## config.mk

```make
export PLATFORM = sky130hd
export DESIGN_NAME = cacheController_flat
export DESIGN_NICKNAME = d
export VERILOG_FILES = /design/src/common/cachePkg.sv /design/src/common/memBusIf.sv /design/src/cache/cacheController.sv /design/src/flat_wrapper.sv
export SDC_FILE = /design/constraint.sdc
export NUM_CORES = 1
export LEC_CHECK = 0
export ABC_AREA = 1
export BUFFER_PORTS_ARGS = -buffer_cell sky130_fd_sc_hd__buf_2
export CAP_MARGIN = 15
export CORE_AREA = 2 2 235 237
export CTS_CLUSTER_DIAMETER = 150
export DETAILED_ROUTE_END_ITERATION = 7
export DIE_AREA = 0 0 237 239
export PLACE_DENSITY = 0.37
export SYNTH_ARGS = -nofsm -noshare
export SYNTH_HDL_FRONTEND = slang
export SYNTH_SLANG_ARGS = --single-unit
export TNS_END_PERCENT = 1
```

## constraint.sdc

```tcl
create_clock -name clk -period 7.2 [get_ports clk]
set_input_delay 2.16 -clock clk [delete_from_list [all_inputs] [get_ports clk]]
set_output_delay 2.16 -clock clk [all_outputs]
set_load 0.02 [all_outputs]
```

## src/common/cachePkg.sv

```systemverilog
package cachePkg;

  // data word and block geometry
  localparam int WordWidth = 32;
  localparam int BlockWords = 4;
  localparam int BlockWidth = WordWidth * BlockWords;

  // cache geometry, direct mapped
  localparam int NumLines = 16;

  // main memory depth in words
  localparam int MemWords = 4096;
  localparam int MemAddrBits = $clog2(MemWords);

  // memory wait states and the counter that tracks them
  localparam int MemWaitCycles = 2;
  localparam int MemCountBits = $clog2(MemWaitCycles) + 1;

  // byte address split: [13:8] tag, [7:4] index, [3:2] offset
  localparam int OffsetBits = $clog2(BlockWords);
  localparam int IndexBits = $clog2(NumLines);
  localparam int TagBits = 6;
  localparam int OffsetLsb = 2;
  localparam int IndexLsb = OffsetLsb + OffsetBits;
  localparam int TagLsb = IndexLsb + IndexBits;

  typedef logic [WordWidth-1:0] word_t;
  typedef logic [31:0] addr_t;
  // word 0 sits in the top 32 bits
  typedef logic [BlockWidth-1:0] block_t;
  typedef logic [TagBits-1:0] tag_t;
  typedef logic [IndexBits-1:0] index_t;
  typedef logic [OffsetBits-1:0] offset_t;

  // memory model sequencing
  typedef enum logic [1:0] {
    MemIdle,
    MemRequested,
    MemRetrieved
  } memState_t;

  // cache controller sequencing
  typedef enum logic [2:0] {
    CacheIdle,
    CacheLookup,
    CacheReadMiss,
    CacheWriteThrough,
    CacheRespond
  } cacheState_t;

endpackage

```

## src/common/memBusIf.sv

```systemverilog
`timescale 1ns/1ps

// cache controller to main memory link
interface memBusIf;

  // request side, held until valid
  logic re;
  logic we;
  cachePkg::addr_t addr;
  cachePkg::word_t wData;

  // response side
  // aligned block around addr, good while valid is high
  cachePkg::block_t rBlock;
  // single cycle completion pulse
  logic valid;

  // cache controller view
  modport requester (
    output re, we, addr, wData,
    input rBlock, valid
  );

  // memory model view
  modport responder (
    input re, we, addr, wData,
    output rBlock, valid
  );

endinterface

```

## src/cache/cacheController.sv

```systemverilog
`timescale 1ns/1ps

// write-through, no-write-allocate cache control
// one CPU access in flight, one memory request at a time
module cacheController (
  input logic clk,
  input logic arstN,
  input logic cpuRe,
  input logic cpuWe,
  input cachePkg::addr_t cpuAddr,
  input cachePkg::word_t cpuWData,
  output cachePkg::word_t cpuRData,
  output logic cpuReady,
  output logic cpuHit,
  output cachePkg::index_t rdIndex,
  output logic fillEn,
  output cachePkg::tag_t fillTag,
  output cachePkg::block_t fillBlock,
  output logic wrEn,
  output cachePkg::offset_t wrOffset,
  output cachePkg::word_t wrWord,
  input logic lineValid,
  input cachePkg::tag_t lineTag,
  input cachePkg::block_t lineBlock,
  memBusIf.requester mem
);

  cachePkg::cacheState_t state;
  cachePkg::cacheState_t nextState;

  // latched request
  cachePkg::addr_t reqAddr;
  cachePkg::word_t reqWData;
  logic reqWrite;

  // address fields of the latched request
  cachePkg::tag_t reqTag;
  cachePkg::index_t reqIndex;
  cachePkg::offset_t reqOffset;

  // response registers
  cachePkg::word_t rData;
  logic hitReg;

  logic lookupHit;

  // pull one word out of a block, word 0 on top
  function automatic cachePkg::word_t pickWord(cachePkg::block_t blk, cachePkg::offset_t off);
    int lsb;
    lsb = (cachePkg::BlockWords - 1 - int'(off)) * cachePkg::WordWidth;
    return blk[lsb +: cachePkg::WordWidth];
  endfunction

  assign reqTag = reqAddr[cachePkg::TagLsb +: cachePkg::TagBits];
  assign reqIndex = reqAddr[cachePkg::IndexLsb +: cachePkg::IndexBits];
  assign reqOffset = reqAddr[cachePkg::OffsetLsb +: cachePkg::OffsetBits];

  // store output belongs to reqIndex once in lookup
  assign lookupHit = lineValid && (lineTag == reqTag);

  // state register
  always_ff @(posedge clk or negedge arstN)
  begin
    if (!arstN)
      state <= cachePkg::CacheIdle;
    else
      state <= nextState;
  end

  // next state
  always_comb
  begin
    nextState = state;
    case (state)
      cachePkg::CacheIdle:
      begin
        if (cpuRe || cpuWe)
          nextState = cachePkg::CacheLookup;
      end
      cachePkg::CacheLookup:
      begin
        // writes always go to memory
        if (reqWrite)
          nextState = cachePkg::CacheWriteThrough;
        else if (lookupHit)
          nextState = cachePkg::CacheRespond;
        else
          nextState = cachePkg::CacheReadMiss;
      end
      cachePkg::CacheReadMiss,
      cachePkg::CacheWriteThrough:
      begin
        if (mem.valid)
          nextState = cachePkg::CacheRespond;
      end
      cachePkg::CacheRespond:
        nextState = cachePkg::CacheIdle;
      default:
        nextState = cachePkg::CacheIdle;
    endcase
  end

  // request capture, payload only
  always_ff @(posedge clk)
  begin
    if (state == cachePkg::CacheIdle && (cpuRe || cpuWe))
    begin
      reqAddr <= cpuAddr;
      reqWData <= cpuWData;
    end
  end

  // request kind and hit flag
  always_ff @(posedge clk or negedge arstN)
  begin
    if (!arstN)
    begin
      reqWrite <= 1'b0;
      hitReg <= 1'b0;
    end
    else
    begin
      if (state == cachePkg::CacheIdle && (cpuRe || cpuWe))
        reqWrite <= cpuWe;
      // hit flag for reads and writes alike
      if (state == cachePkg::CacheLookup)
        hitReg <= lookupHit;
    end
  end

  // read data, from the line on a hit or the fetched block on a miss
  always_ff @(posedge clk)
  begin
    if (state == cachePkg::CacheLookup && !reqWrite && lookupHit)
      rData <= pickWord(lineBlock, reqOffset);
    else if (state == cachePkg::CacheReadMiss && mem.valid)
      rData <= pickWord(mem.rBlock, reqOffset);
  end

  // idle reads straight from the CPU address to save a cycle
  assign rdIndex = (state == cachePkg::CacheIdle) ?
                   cpuAddr[cachePkg::IndexLsb +: cachePkg::IndexBits] : reqIndex;

  // fill on the returning block of a read miss
  assign fillEn = (state == cachePkg::CacheReadMiss) && mem.valid;
  assign fillTag = reqTag;
  assign fillBlock = mem.rBlock;

  // cached copy follows memory on a write hit only
  assign wrEn = (state == cachePkg::CacheWriteThrough) && mem.valid && hitReg;
  assign wrOffset = reqOffset;
  assign wrWord = reqWData;

  // memory requests held for the whole state
  assign mem.re = (state == cachePkg::CacheReadMiss);
  assign mem.we = (state == cachePkg::CacheWriteThrough);
  assign mem.addr = reqAddr;
  assign mem.wData = reqWData;

  // CPU response
  assign cpuReady = (state == cachePkg::CacheRespond);
  assign cpuHit = hitReg;
  assign cpuRData = rData;

endmodule

```

## src/flat_wrapper.sv

```systemverilog
// flat-port wrapper written by rule: the top's interface ports become plain ports
module cacheController_flat 
  (clk, arstN, cpuRe, cpuWe, cpuAddr, cpuWData, cpuRData, cpuReady, cpuHit, rdIndex, fillEn, fillTag, fillBlock, wrEn, wrOffset, wrWord, lineValid, lineTag, lineBlock, mem_re, mem_we, mem_addr, mem_wData, mem_rBlock, mem_valid);
  memBusIf mem_i ();
  input logic clk;
  input logic arstN;
  input logic cpuRe;
  input logic cpuWe;
  input cachePkg::addr_t cpuAddr;
  input cachePkg::word_t cpuWData;
  output cachePkg::word_t cpuRData;
  output logic cpuReady;
  output logic cpuHit;
  output cachePkg::index_t rdIndex;
  output logic fillEn;
  output cachePkg::tag_t fillTag;
  output cachePkg::block_t fillBlock;
  output logic wrEn;
  output cachePkg::offset_t wrOffset;
  output cachePkg::word_t wrWord;
  input logic lineValid;
  input cachePkg::tag_t lineTag;
  input cachePkg::block_t lineBlock;
  output wire logic [$bits(mem_i.re)-1:0] mem_re;
  output wire logic [$bits(mem_i.we)-1:0] mem_we;
  output wire logic [$bits(mem_i.addr)-1:0] mem_addr;
  output wire logic [$bits(mem_i.wData)-1:0] mem_wData;
  input wire logic [$bits(mem_i.rBlock)-1:0] mem_rBlock;
  input wire logic [$bits(mem_i.valid)-1:0] mem_valid;
  assign mem_re = mem_i.re;
  assign mem_we = mem_i.we;
  assign mem_addr = mem_i.addr;
  assign mem_wData = mem_i.wData;
  assign mem_i.rBlock = mem_rBlock;
  assign mem_i.valid = mem_valid;
  cacheController u_core (.clk(clk), .arstN(arstN), .cpuRe(cpuRe), .cpuWe(cpuWe), .cpuAddr(cpuAddr), .cpuWData(cpuWData), .cpuRData(cpuRData), .cpuReady(cpuReady), .cpuHit(cpuHit), .rdIndex(rdIndex), .fillEn(fillEn), .fillTag(fillTag), .fillBlock(fillBlock), .wrEn(wrEn), .wrOffset(wrOffset), .wrWord(wrWord), .lineValid(lineValid), .lineTag(lineTag), .lineBlock(lineBlock), .mem(mem_i));
endmodule
```

==> results by group, run 1 <==
Clock network
  – CTS sink cnt: 101
  – H-tree depth: 3
  – CTS Hold Buffers Added: 0
  – Post-CTS Setup Bufs: 0
  – PostCTS Resize Cnt: 0
  – CTS tree: built
  – CTS Buf Count: 9
  – Clock root buffer: clkbuf_16
  – Worst-path clk slew: roughly 90 ps
  – Clk Latency, worst-skew pair: 390 ps
  – Max Root-Sink Buffers: 2

STA
  – Clock skew: 15.76 ps
  – Max-slew violation count: 0
  – Actual slew at the worst max-slew pin: 1018 ps
  – Highest clock rate: roughly 0.2 GHz
  – Tcrit/Tclk final: between 60% and 70%
  – Setup_tns: 0 ps
  – Final Hold Fails: 0
  – Crit path time final: 4981 ps
  – Max_slew headroom: between 30% and 40%
  – RSZ-0062 raised after global routing: no
  – Final setup viols: 0

Floorplanning
  – DIE WIDTH: ~240 µm
  – Io pins: 606
  – Initial Util: 15.46%
  – Die ar.: around 57000 µm²
  – FP Rows: 86
  – Die height: about 240 µm
  – Core region area: 54340 µm²

Min path
  – Min-delay worst type: reg -> reg

Global route
  – Vias in the first global route: ~8600
  – Global route total overflow: 0
  – Pin count of the biggest net entering global routing: 130
  – Initial antenna violation count: 6
  – Tot GR Track Use: 13.78%
  – First-pass GRT wire length: roughly 56000 µm

Yosys
  – Yosys Warn Count: 0
  – Synth unique cells: 25
  – Sequential area share after synthesis: 35.81%
  – Synth Area in Simple Gates: a little under a third
  – Synth Area in XOR/XNOR: 0.1043%
  – Post-Synthesis Cells: 1229
  – Largest family of logic cells by synthesized area: buffers and inverters
  – Synthesized net count: 1561
  – Post-Syn Area: 8401 µm²
  – #FFs+latches synth: 101
  – Synth Area in Compound Gates: 0.6256%
  – Adder and majority gate portion of the synthesized area: 0%
  – Multiplexer share of the synthesized area: 0.1340%
  – Syn_area_per_cell: just under 7 µm²

Critical path
  – Crit. End Element: output port
  – Crit-path max cell delay: 270 ps
  – Crit path kind: in -> out
  – Worst path arrival time: 2820 ps
  – CP cell instances: buf_2, inv_1, nor4_1, buf_2
  – Worst-path maximum fanout: 2
  – CP required: 5040 ps
  – Worst setup SP type: primary input
  – CP most frequent cell: buf_2
  – Critical path's slowest cell: nor4_1

Routing
  – TritonRoute pass-1 iters: 4
  – Vias: 8957
  – DRT iter0 DRCs: 376
  – WL final: a little over 40000 µm
  – DR DRC count: 0
  – ANT nets after route: 0
  – Vias per cell: 3.838
  – WL per Instance: 17.49 µm

Placement
  – Placed cell count: 2317
  – IO buf count: 605
  – Post-DP HPWL: 32830 µm
  – Routability cong.: 0.8416

Cells and area
  – Most frequent cells in the layout: buf_2 (605), nand2_1 (328), inv_1 (276)
  – Commonest non-fill, non-tap cell in the layout: buf_2
  – Final #Nets: 1956
  – Non-filler cells, final: 2334
  – Layout cell share with drive strength beyond 1: 39.53%
  – P&R area growth vs syn: 32.19%

Power
  – VDD IR-drop max: 0.09938 mV
  – Total Power: 2.944 mW
  – Pwr per Cell Area: about 270 nW/µm²
  – Leak: 6.566 nW

Run status
  – Status: finished, final reports clean

Flow run
  – Max_cap viols: 0
## cell families after synthesis
logic type,Yosys count
multiplexers,1
buffers and inverters,513
AND/OR/NAND/NOR,604
AO/OA/AOI/OAI,9
flip-flops,101
XOR/XNOR,1
## worst paths after layout
check                                      from             endpoint  slack (ps)  cells after the start
worst max-delay path                  mem_valid                 wrEn        2220                      4
worst min-delay path            u_core.state[2]      u_core.state[2]         550                      1
worst max register to register  u_core.state[1]  u_core.cpuRData[12]        4100                     10
worst min register to register  u_core.state[2]      u_core.state[2]         550                      1
max in group asynchronous                 arstN        u_core.cpuHit        5470                      1
min in group asynchronous                 arstN      u_core.state[1]        1580                      1
## cell usage after synthesis, drive strengths merged
cell / instances / share of area [%]
clkbuf: 17 / 0.76
buf: 213 / 19
xnor2: 1 / 0.10
clkinv: 1 / 0.045
dfrtp: 5 / 1.5
o21ai: 2 / 0.12
nand2: 329 / 15
nand3: 261 / 16
o31ai: 1 / 0.089
nor4: 1 / 0.075
inv: 282 / 13
edfxtp: 96 / 34
mux2: 1 / 0.13
nor3: 3 / 0.24
o211ai: 1 / 0.089
a21oi: 4 / 0.24
a211oi: 1 / 0.089
nor2: 10 / 0.51
## cell type report
cell class,instances,area [µm²]
Tap cell,704,880.8
Clock buffer,9,225.2
Fill cell,6264,43240
Sequential cell,101,3008
Antenna cell,1,2.502
Inverter,283,1064
Clock inverter,7,92.59
Timing Repair Buffer,614,3108
Multi-Input combinational cell,615,2724
## metal layers
metal  track usage (%)  wire [µm]
met3             3.106       2576
met1             16.12      16760
met2             24.29      20020
met4             5.658       1406
met5                 0         66
## registers in the layout (all words and copies together) (netlist names)
name	cells
u_core.state	3
u_core.mem.addr	32
u_core.mem.wData	32
u_core.cpuHit	1
u_core.reqWrite	1
u_core.cpuRData	32
## metrics by stage
stage / cell area (µm²) / setup WS (ps) / utilization (%) / hold slack, ps
after detailed placement: 10780 / 2188 / 19.85 / 533.8
final: 11100 / 2219 / 20.44 / 549.1
after global placement: 10780 / 2183 / 19.85 / 505.9
after floorplan: 8401 / 1181 / - / 490.0
after CTS: 11100 / 2178 / 20.43 / 548.2
after global routing: 11100 / 2164 / 20.43 / 570.7
## critical path: cells and delay by family
kind                   cells  cell delay (ps)
AND/OR/NAND/NOR            1              270
buffers and inverters      3              390
## power breakdown
part / internal (mW) / total [mW] / switching [mW]
Sequential: 0.859 / 0.953 / 0.0941
Combinational: 0.377 / 1.43 / 1.05
Clock: 0.279 / 0.559 / 0.280
(Power assumes the default switching activity.)
==> run 2: changes to the inputs <==
==> constraint.sdc (replaced) <==
create_clock -name clk -period 4.9 [get_ports clk]
set_input_delay 1.47 -clock clk [delete_from_list [all_inputs] [get_ports clk]]
set_output_delay 1.47 -clock clk [all_outputs]
set_load 0.02 [all_outputs]
==> run 2 against run 1 <==
  * Die area unchanged
  * Critical path type unchanged
  * Via count up 0.31%
  * Sequential share of layout area about the same
  * Sequential power up 47%
  * Hold slack worse by 1.7 ps
  * Sequential cell count unchanged
  * Critical path depth unchanged
==> results by group, run 2 (synthesis results as in run 1) <==
Power
  – Pwr per Cell Area: 385.0 nW/µm²
  – Leak: 6.562 nW
  – VDD IR-drop max: 0.1616 mV

STA
  – Final Hold Fails: 0
  – RSZ-0062 raised after global routing: no
  – Highest clock rate: 0.2781 GHz
  – Final setup viols: 0
  – Setup_tns: 0 ps
  – Crit path time final: approximately 3600 ps
  – Max-slew violation count: 0
  – Max_slew headroom: 43.46%
  – Final setup margin: 1304 ps
  – Actual slew at the worst max-slew pin: 846.8 ps
  – Clock skew: 19.34 ps
  – Tcrit/Tclk final: 73.38%

Global route
  – Tot GR Track Use: 13.51%
  – Global route total overflow: 0
  – Pin count of the biggest net entering global routing: 130
  – Initial antenna violation count: 9
  – First-pass GRT wire length: ~56000 µm
  – Vias in the first global route: 8741

Clock network
  – PostCTS Resize Cnt: 0
  – Post-CTS Setup Bufs: 0
  – CTS tree: built
  – CTS sink cnt: 101
  – Clock root buffer: clkbuf_16
  – CTS Buf Count: 9
  – Clk Latency, worst-skew pair: 390 ps
  – H-tree depth: 3
  – CTS Hold Buffers Added: 0
  – Worst-path clk slew: 70 ps
  – Max Root-Sink Buffers: 2

Placement
  – IO buf count: slightly above 600
  – Routability cong.: 0.8392
  – Post-DP HPWL: 32720 µm
  – Setup WS pre-CTS: 1235 ps

Floorplanning
  – Die ar.: between 50000 and 60000 µm²
  – FP Rows: 86
  – Core region area: 54340 µm²
  – Die height: around 240 µm
  – Initial Util: between 10% and 20%
  – DIE WIDTH: ~240 µm
  – Io pins: between 600 and 700

Flow run
  – Max_cap viols: 0

Routing
  – Vias: 8985
  – DR DRC count: 0
  – WL per Instance: 17.16 µm
  – DRT iter0 DRCs: between 300 and 400
  – WL final: around 40000 µm
  – Vias per cell: a little under 4
  – ANT nets after route: 0
  – TritonRoute pass-1 iters: 4

Cells and area
  – P&R area growth vs syn: 32.37%
  – Layout cell share with drive strength beyond 1: ~40%
  – Most frequent cells in the layout: buf_2 (605), nand2_1 (328), inv_1 (276)
  – # fillers: 6355
  – Final #Nets: between 1500 and 2000
  – Commonest non-fill, non-tap cell in the layout: buf_2
  – Utilization after layout: between 20 and 25%

Critical path
  – Worst path arrival time: about 2100 ps
  – Crit path kind: in -> out
  – Worst setup SP type: primary input
  – Delay-heaviest family, CP: buffers and inverters
  – CP required: between 3000 and 4000 ps
  – Crit-path max cell delay: 250 ps
  – Crit. End Element: output port
  – CP cell instances: buf_2, inv_1, nor4_1, buf_2
  – CP most frequent cell: buf_2
  – Critical path's slowest cell: nor4_1
  – Worst-path maximum fanout: 2
  – Worst Path Buf+Inv: 3

Run status
  – Status: finished, final reports clean

Min path
  – Min-delay worst type: reg -> reg
run 2: cell count changes in the layout (fill, tap and decap cells not counted):
cell / before / now
clkinv_4: 3 / 2
clkinvlp_4: 0 / 2
inv_2: 5 / 6
buf_12: 1 / 2
bufinv_16: 1 / 0
buf_4: 8 / 10
clkinv_2: 1 / 0
diode_2: 1 / 3
run 2: layout make-up:
cell class	count	area (µm²)	share of cell area (%)
timing repair buffer	617	3143	28.27
sequential	101	3008	27.05
multi-input combinational	615	2724	24.50
inverter	283	1062	9.553
tap	704	880.8	7.922
clock buffer	9	225.2	2.025
clock inverter	7	68.82	0.6189
antenna	3	7.507	0.06751
run 2: worst paths after layout:
check / from / endpoint / slack [ps] / cells after the start
worst max register to register: u_core.state[1] / u_core.cpuRData[21] / 2050 / 11
worst min-delay path: u_core.state[2] / u_core.state[2] / 550 / 1
worst min register to register: u_core.state[2] / u_core.state[2] / 550 / 1
max in group asynchronous: arstN / u_core.state[2] / 3860 / 1
min in group asynchronous: arstN / u_core.reqWrite / 900 / 1
worst max-delay path: mem_valid / wrEn / 1300 / 4
run 2: worst reg2reg max path, stage by stage (launching register included):
cell	delay [ps]
dfrtp_1	480
inv_2	80
nand3_2	120
nor2_4	60
buf_4	280
nand3_4	220
buf_4	570
nand2_1	240
nand3_1	130
nand2_1	80
nand2_1	270
nand2_1	90
run 2: through the flow:
step	total power [mW]	hold WS (ps)	instance area, µm²	instances
after floorplan	2.776	490.0	8404	1229
after global placement	3.603	507.9	10820	2320
after detailed placement	3.601	535.1	10820	2320
after CTS	4.404	547.2	11110	2336
after global routing	4.558	566.0	11110	2337
final	4.281	547.3	11120	2339
run 2: metal layers:
| layer | wire (µm) | track usage, % |
|---|---|---|
| met5 | 40 | 0 |
| met4 | 1346 | 5.313 |
| met3 | 2721 | 3.199 |
| met2 | 19860 | 24.25 |
| met1 | 16170 | 15.44 |
run 2: power by group:
| group | switching [mW] | internal (mW) |
|---|---|---|
| sequential | 0.141 | 1.26 |
| clock | 0.405 | 0.358 |
| combinational | 1.54 | 0.573 |
==> run 3: changes to the inputs <==
--- a/config.mk
+++ b/config.mk
@@ -5,14 +5,14 @@
 export SDC_FILE = /design/constraint.sdc
 export NUM_CORES = 1
 export LEC_CHECK = 0
-export ABC_AREA = 1
+export ABC_AREA = 0
 export BUFFER_PORTS_ARGS = -buffer_cell sky130_fd_sc_hd__buf_2
 export CAP_MARGIN = 15
-export CORE_AREA = 2 2 235 237
+export CORE_AREA = 2 2 234 236
 export CTS_CLUSTER_DIAMETER = 150
 export DETAILED_ROUTE_END_ITERATION = 7
-export DIE_AREA = 0 0 237 239
-export PLACE_DENSITY = 0.37
+export DIE_AREA = 0 0 236 238
+export PLACE_DENSITY = 0.36
 export SYNTH_ARGS = -nofsm -noshare
 export SYNTH_HDL_FRONTEND = slang
 export SYNTH_SLANG_ARGS = --single-unit
==> constraint.sdc (replaced) <==
create_clock -name clk -period 3.3 [get_ports clk]
set_input_delay 0.99 -clock clk [delete_from_list [all_inputs] [get_ports clk]]
set_output_delay 0.99 -clock clk [all_outputs]
set_load 0.02 [all_outputs]
==> run 3 against run 2 <==
  * Via count fell by 14%
  * Clock-buffer cell count up 1
  * Register-to-register slack lost 1400 ps
  * Largest power group unchanged
==> results by group, run 3 <==
Run status
  – Status: finished, final reports clean

Yosys
  – Synthesized net count: 1133
  – Yosys top cell by area: edfxtp_1
  – Top-count cell post-synth: buf_4
  – Asr flop ratio synth: just under 5%
  – Post-Synthesis Cells: 801
  – Post-synth top area share: 39.09%
  – Synth unique cells: 35
  – Sequential area share after synthesis: 40.79%
  – Synth Flop Type: edfxtp_1
  – Top cells by count, synth: buf_4 (170), nand2_1 (99), edfxtp_1 (96), a21oi_1 (95), nand3_1 (64)
  – Yosys Warn Count: 0
  – Syn_area_per_cell: 9.207 µm²
  – Top cells by area, synth: edfxtp_1 (39%), buf_4 (17%), a21oi_1 (6.4%)
  – EDFF count, synth: 96
  – #FFs+latches synth: 101
  – Post-Syn Area: 7375 µm²

STA
  – Setup_tns: 0 ps
  – Crit path time final: 2845 ps
  – Highest clock rate: about 0.35 GHz
  – Clock skew: ~11 ps
  – Final setup margin: 455.2 ps
  – Max-slew violation count: 0
  – Hold_ws: 414.6 ps
  – Actual slew at the worst max-slew pin: 880.3 ps
  – Final Hold Fails: 0
  – Final setup viols: 0
  – Max_slew headroom: 41.23%
  – RSZ-0062 raised after global routing: no
  – Tcrit/Tclk final: 86.21%

Global route
  – Global route total overflow: 0
  – Pin count of the biggest net entering global routing: 84
  – Tot GR Track Use: 14.07%
  – Initial antenna violation count: 4
  – First-pass GRT wire length: 57000 µm
  – Vias in the first global route: 7887

Critical path
  – Crit. End Element: output port
  – Worst setup SP type: register
  – Worst-path maximum fanout: 12
  – CP required: approximately 2300 ps
  – Crit-path max cell delay: 520 ps
  – CP cell instances: nor3_1, buf_4, mux2_2, buf_2
  – Worst Path Buf+Inv: 2
  – Critical path's slowest cell: dfrtp_1
  – Worst path arrival time: 1850 ps
  – Delay-heaviest family, CP: flip-flops
  – Crit path kind: reg -> out

Floorplanning
  – Die height: 238 µm
  – FP Rows: 85
  – Die ar.: 56170 µm²
  – DIE WIDTH: 236 µm
  – Core region area: 53500 µm²
  – Initial Util: 13.79%
  – Io pins: 606

Routing
  – ANT nets after route: 0
  – WL per Instance: around 21 µm
  – WL final: 40960 µm
  – Vias per cell: 4.057
  – TritonRoute pass-1 iters: 6
  – DRT iter0 DRCs: 468
  – Vias: 7740
  – DR DRC count: 0

Clock network
  – CTS Hold Buffers Added: 0
  – Worst-path clk slew: 80 ps
  – CTS sink cnt: 101
  – PostCTS Resize Cnt: 0
  – Max Root-Sink Buffers: 2
  – Clk Latency, worst-skew pair: 380 ps
  – Post-CTS Setup Bufs: 0
  – H-tree depth: 3
  – CTS Buf Count: 9
  – Clock root buffer: clkbuf_16
  – CTS tree: built

Placement
  – IO buf count: 605
  – Post-DP HPWL: 33390 µm
  – Routability cong.: 0.8046
  – Setup WS pre-CTS: 243.1 ps

Power
  – Leak: between 4 and 5 nW
  – VDD IR-drop max: approximately 0.28 mV
  – Total Power: 6.215 mW
  – Pwr per Cell Area: 601.8 nW/µm²

Cells and area
  – P&R area growth vs syn: 40.04%
  – Most frequent cells in the layout: buf_2 (605), nand2_1 (99), edfxtp_1 (96)
  – Commonest non-fill, non-tap cell in the layout: buf_2
  – Layout cell share with drive strength beyond 1: a little over half
  – # fillers: 6073
  – Final #Nets: about 1500

Min path
  – Min-delay worst type: in -> async

Flow run
  – Max_cap viols: 0
-- run 3: final timing paths --
check | slack [ps] | to | cells after the start | start
min in group clk | 560 | u_core.cpuHit | 2 | u_core.cpuHit
worst max register to register | 640 | u_core.cpuRData[6] | 6 | u_core.state[1]
worst max-delay path | 460 | rdIndex[2] | 4 | u_core.state[1]
max in group asynchronous | 2750 | u_core.state[2] | 1 | arstN
worst min-delay path | 410 | u_core.cpuHit | 1 | arstN
worst min register to register | 560 | u_core.cpuHit | 2 | u_core.cpuHit
-- run 3: metrics by stage --
stage | instance area (µm²) | util, % | instances
final | 10330 | 19.31 | 1908
after floorplan | 7378 | - | 801
after global routing | 10320 | 19.30 | 1907
after detailed placement | 10040 | 18.77 | 1890
after global placement | 10040 | 18.77 | 1890
after CTS | 10320 | 19.30 | 1906
-- run 3: logic make-up (layout without fill, tap and decap cells) --
group	count (synthesis)	in the layout	synth area share, %
multiplexers	38	38	5.243
XOR/XNOR	6	6	0.7126
AND/OR/NAND/NOR	187	187	11.52
flip-flops	101	101	40.79
other	0	2	0
buffers and inverters	242	651	21.72
AO/OA/AOI/OAI	227	227	20.02
-- run 3: power by group --
part / internal [mW] / switching (mW)
combinational: 1.00 / 2.00
clock: 0.528 / 0.594
sequential: 1.86 / 0.234
total: 3.39 / 2.83
-- run 3: worst register-to-register path, stage by stage, from the launching register on --
cell     delay, ps
dfrtp_1        520
nor4b_2        490
and4_4         350
buf_12         230
a21oi_1        200
a311o_1        430
o32a_1         200
-- run 3: area by class of cell --
cell class	instances	area [µm²]	share of cell area, %
repair buffers	631	3361	32.54
multi-input cells	458	2788	26.99
inverters	4	15.01	0.1454
flip-flops and latches	101	3008	29.13
well taps	696	870.8	8.432
clock buffers	10	229.0	2.217
diodes	2	5.005	0.04846
clock inverters	6	51.30	0.4967
-- run 3: per-layer routing --
metal / vias to the layer above / track usage [%] / part of all wire, %
li1: 3578 / - / -
met1: 3697 / 16.76 / 41
met2: 421 / 24.65 / 50
met3: 40 / 3.679 / 7.2
met4: 4 / 4.362 / 2.5
met5: - / 0 / 0.063
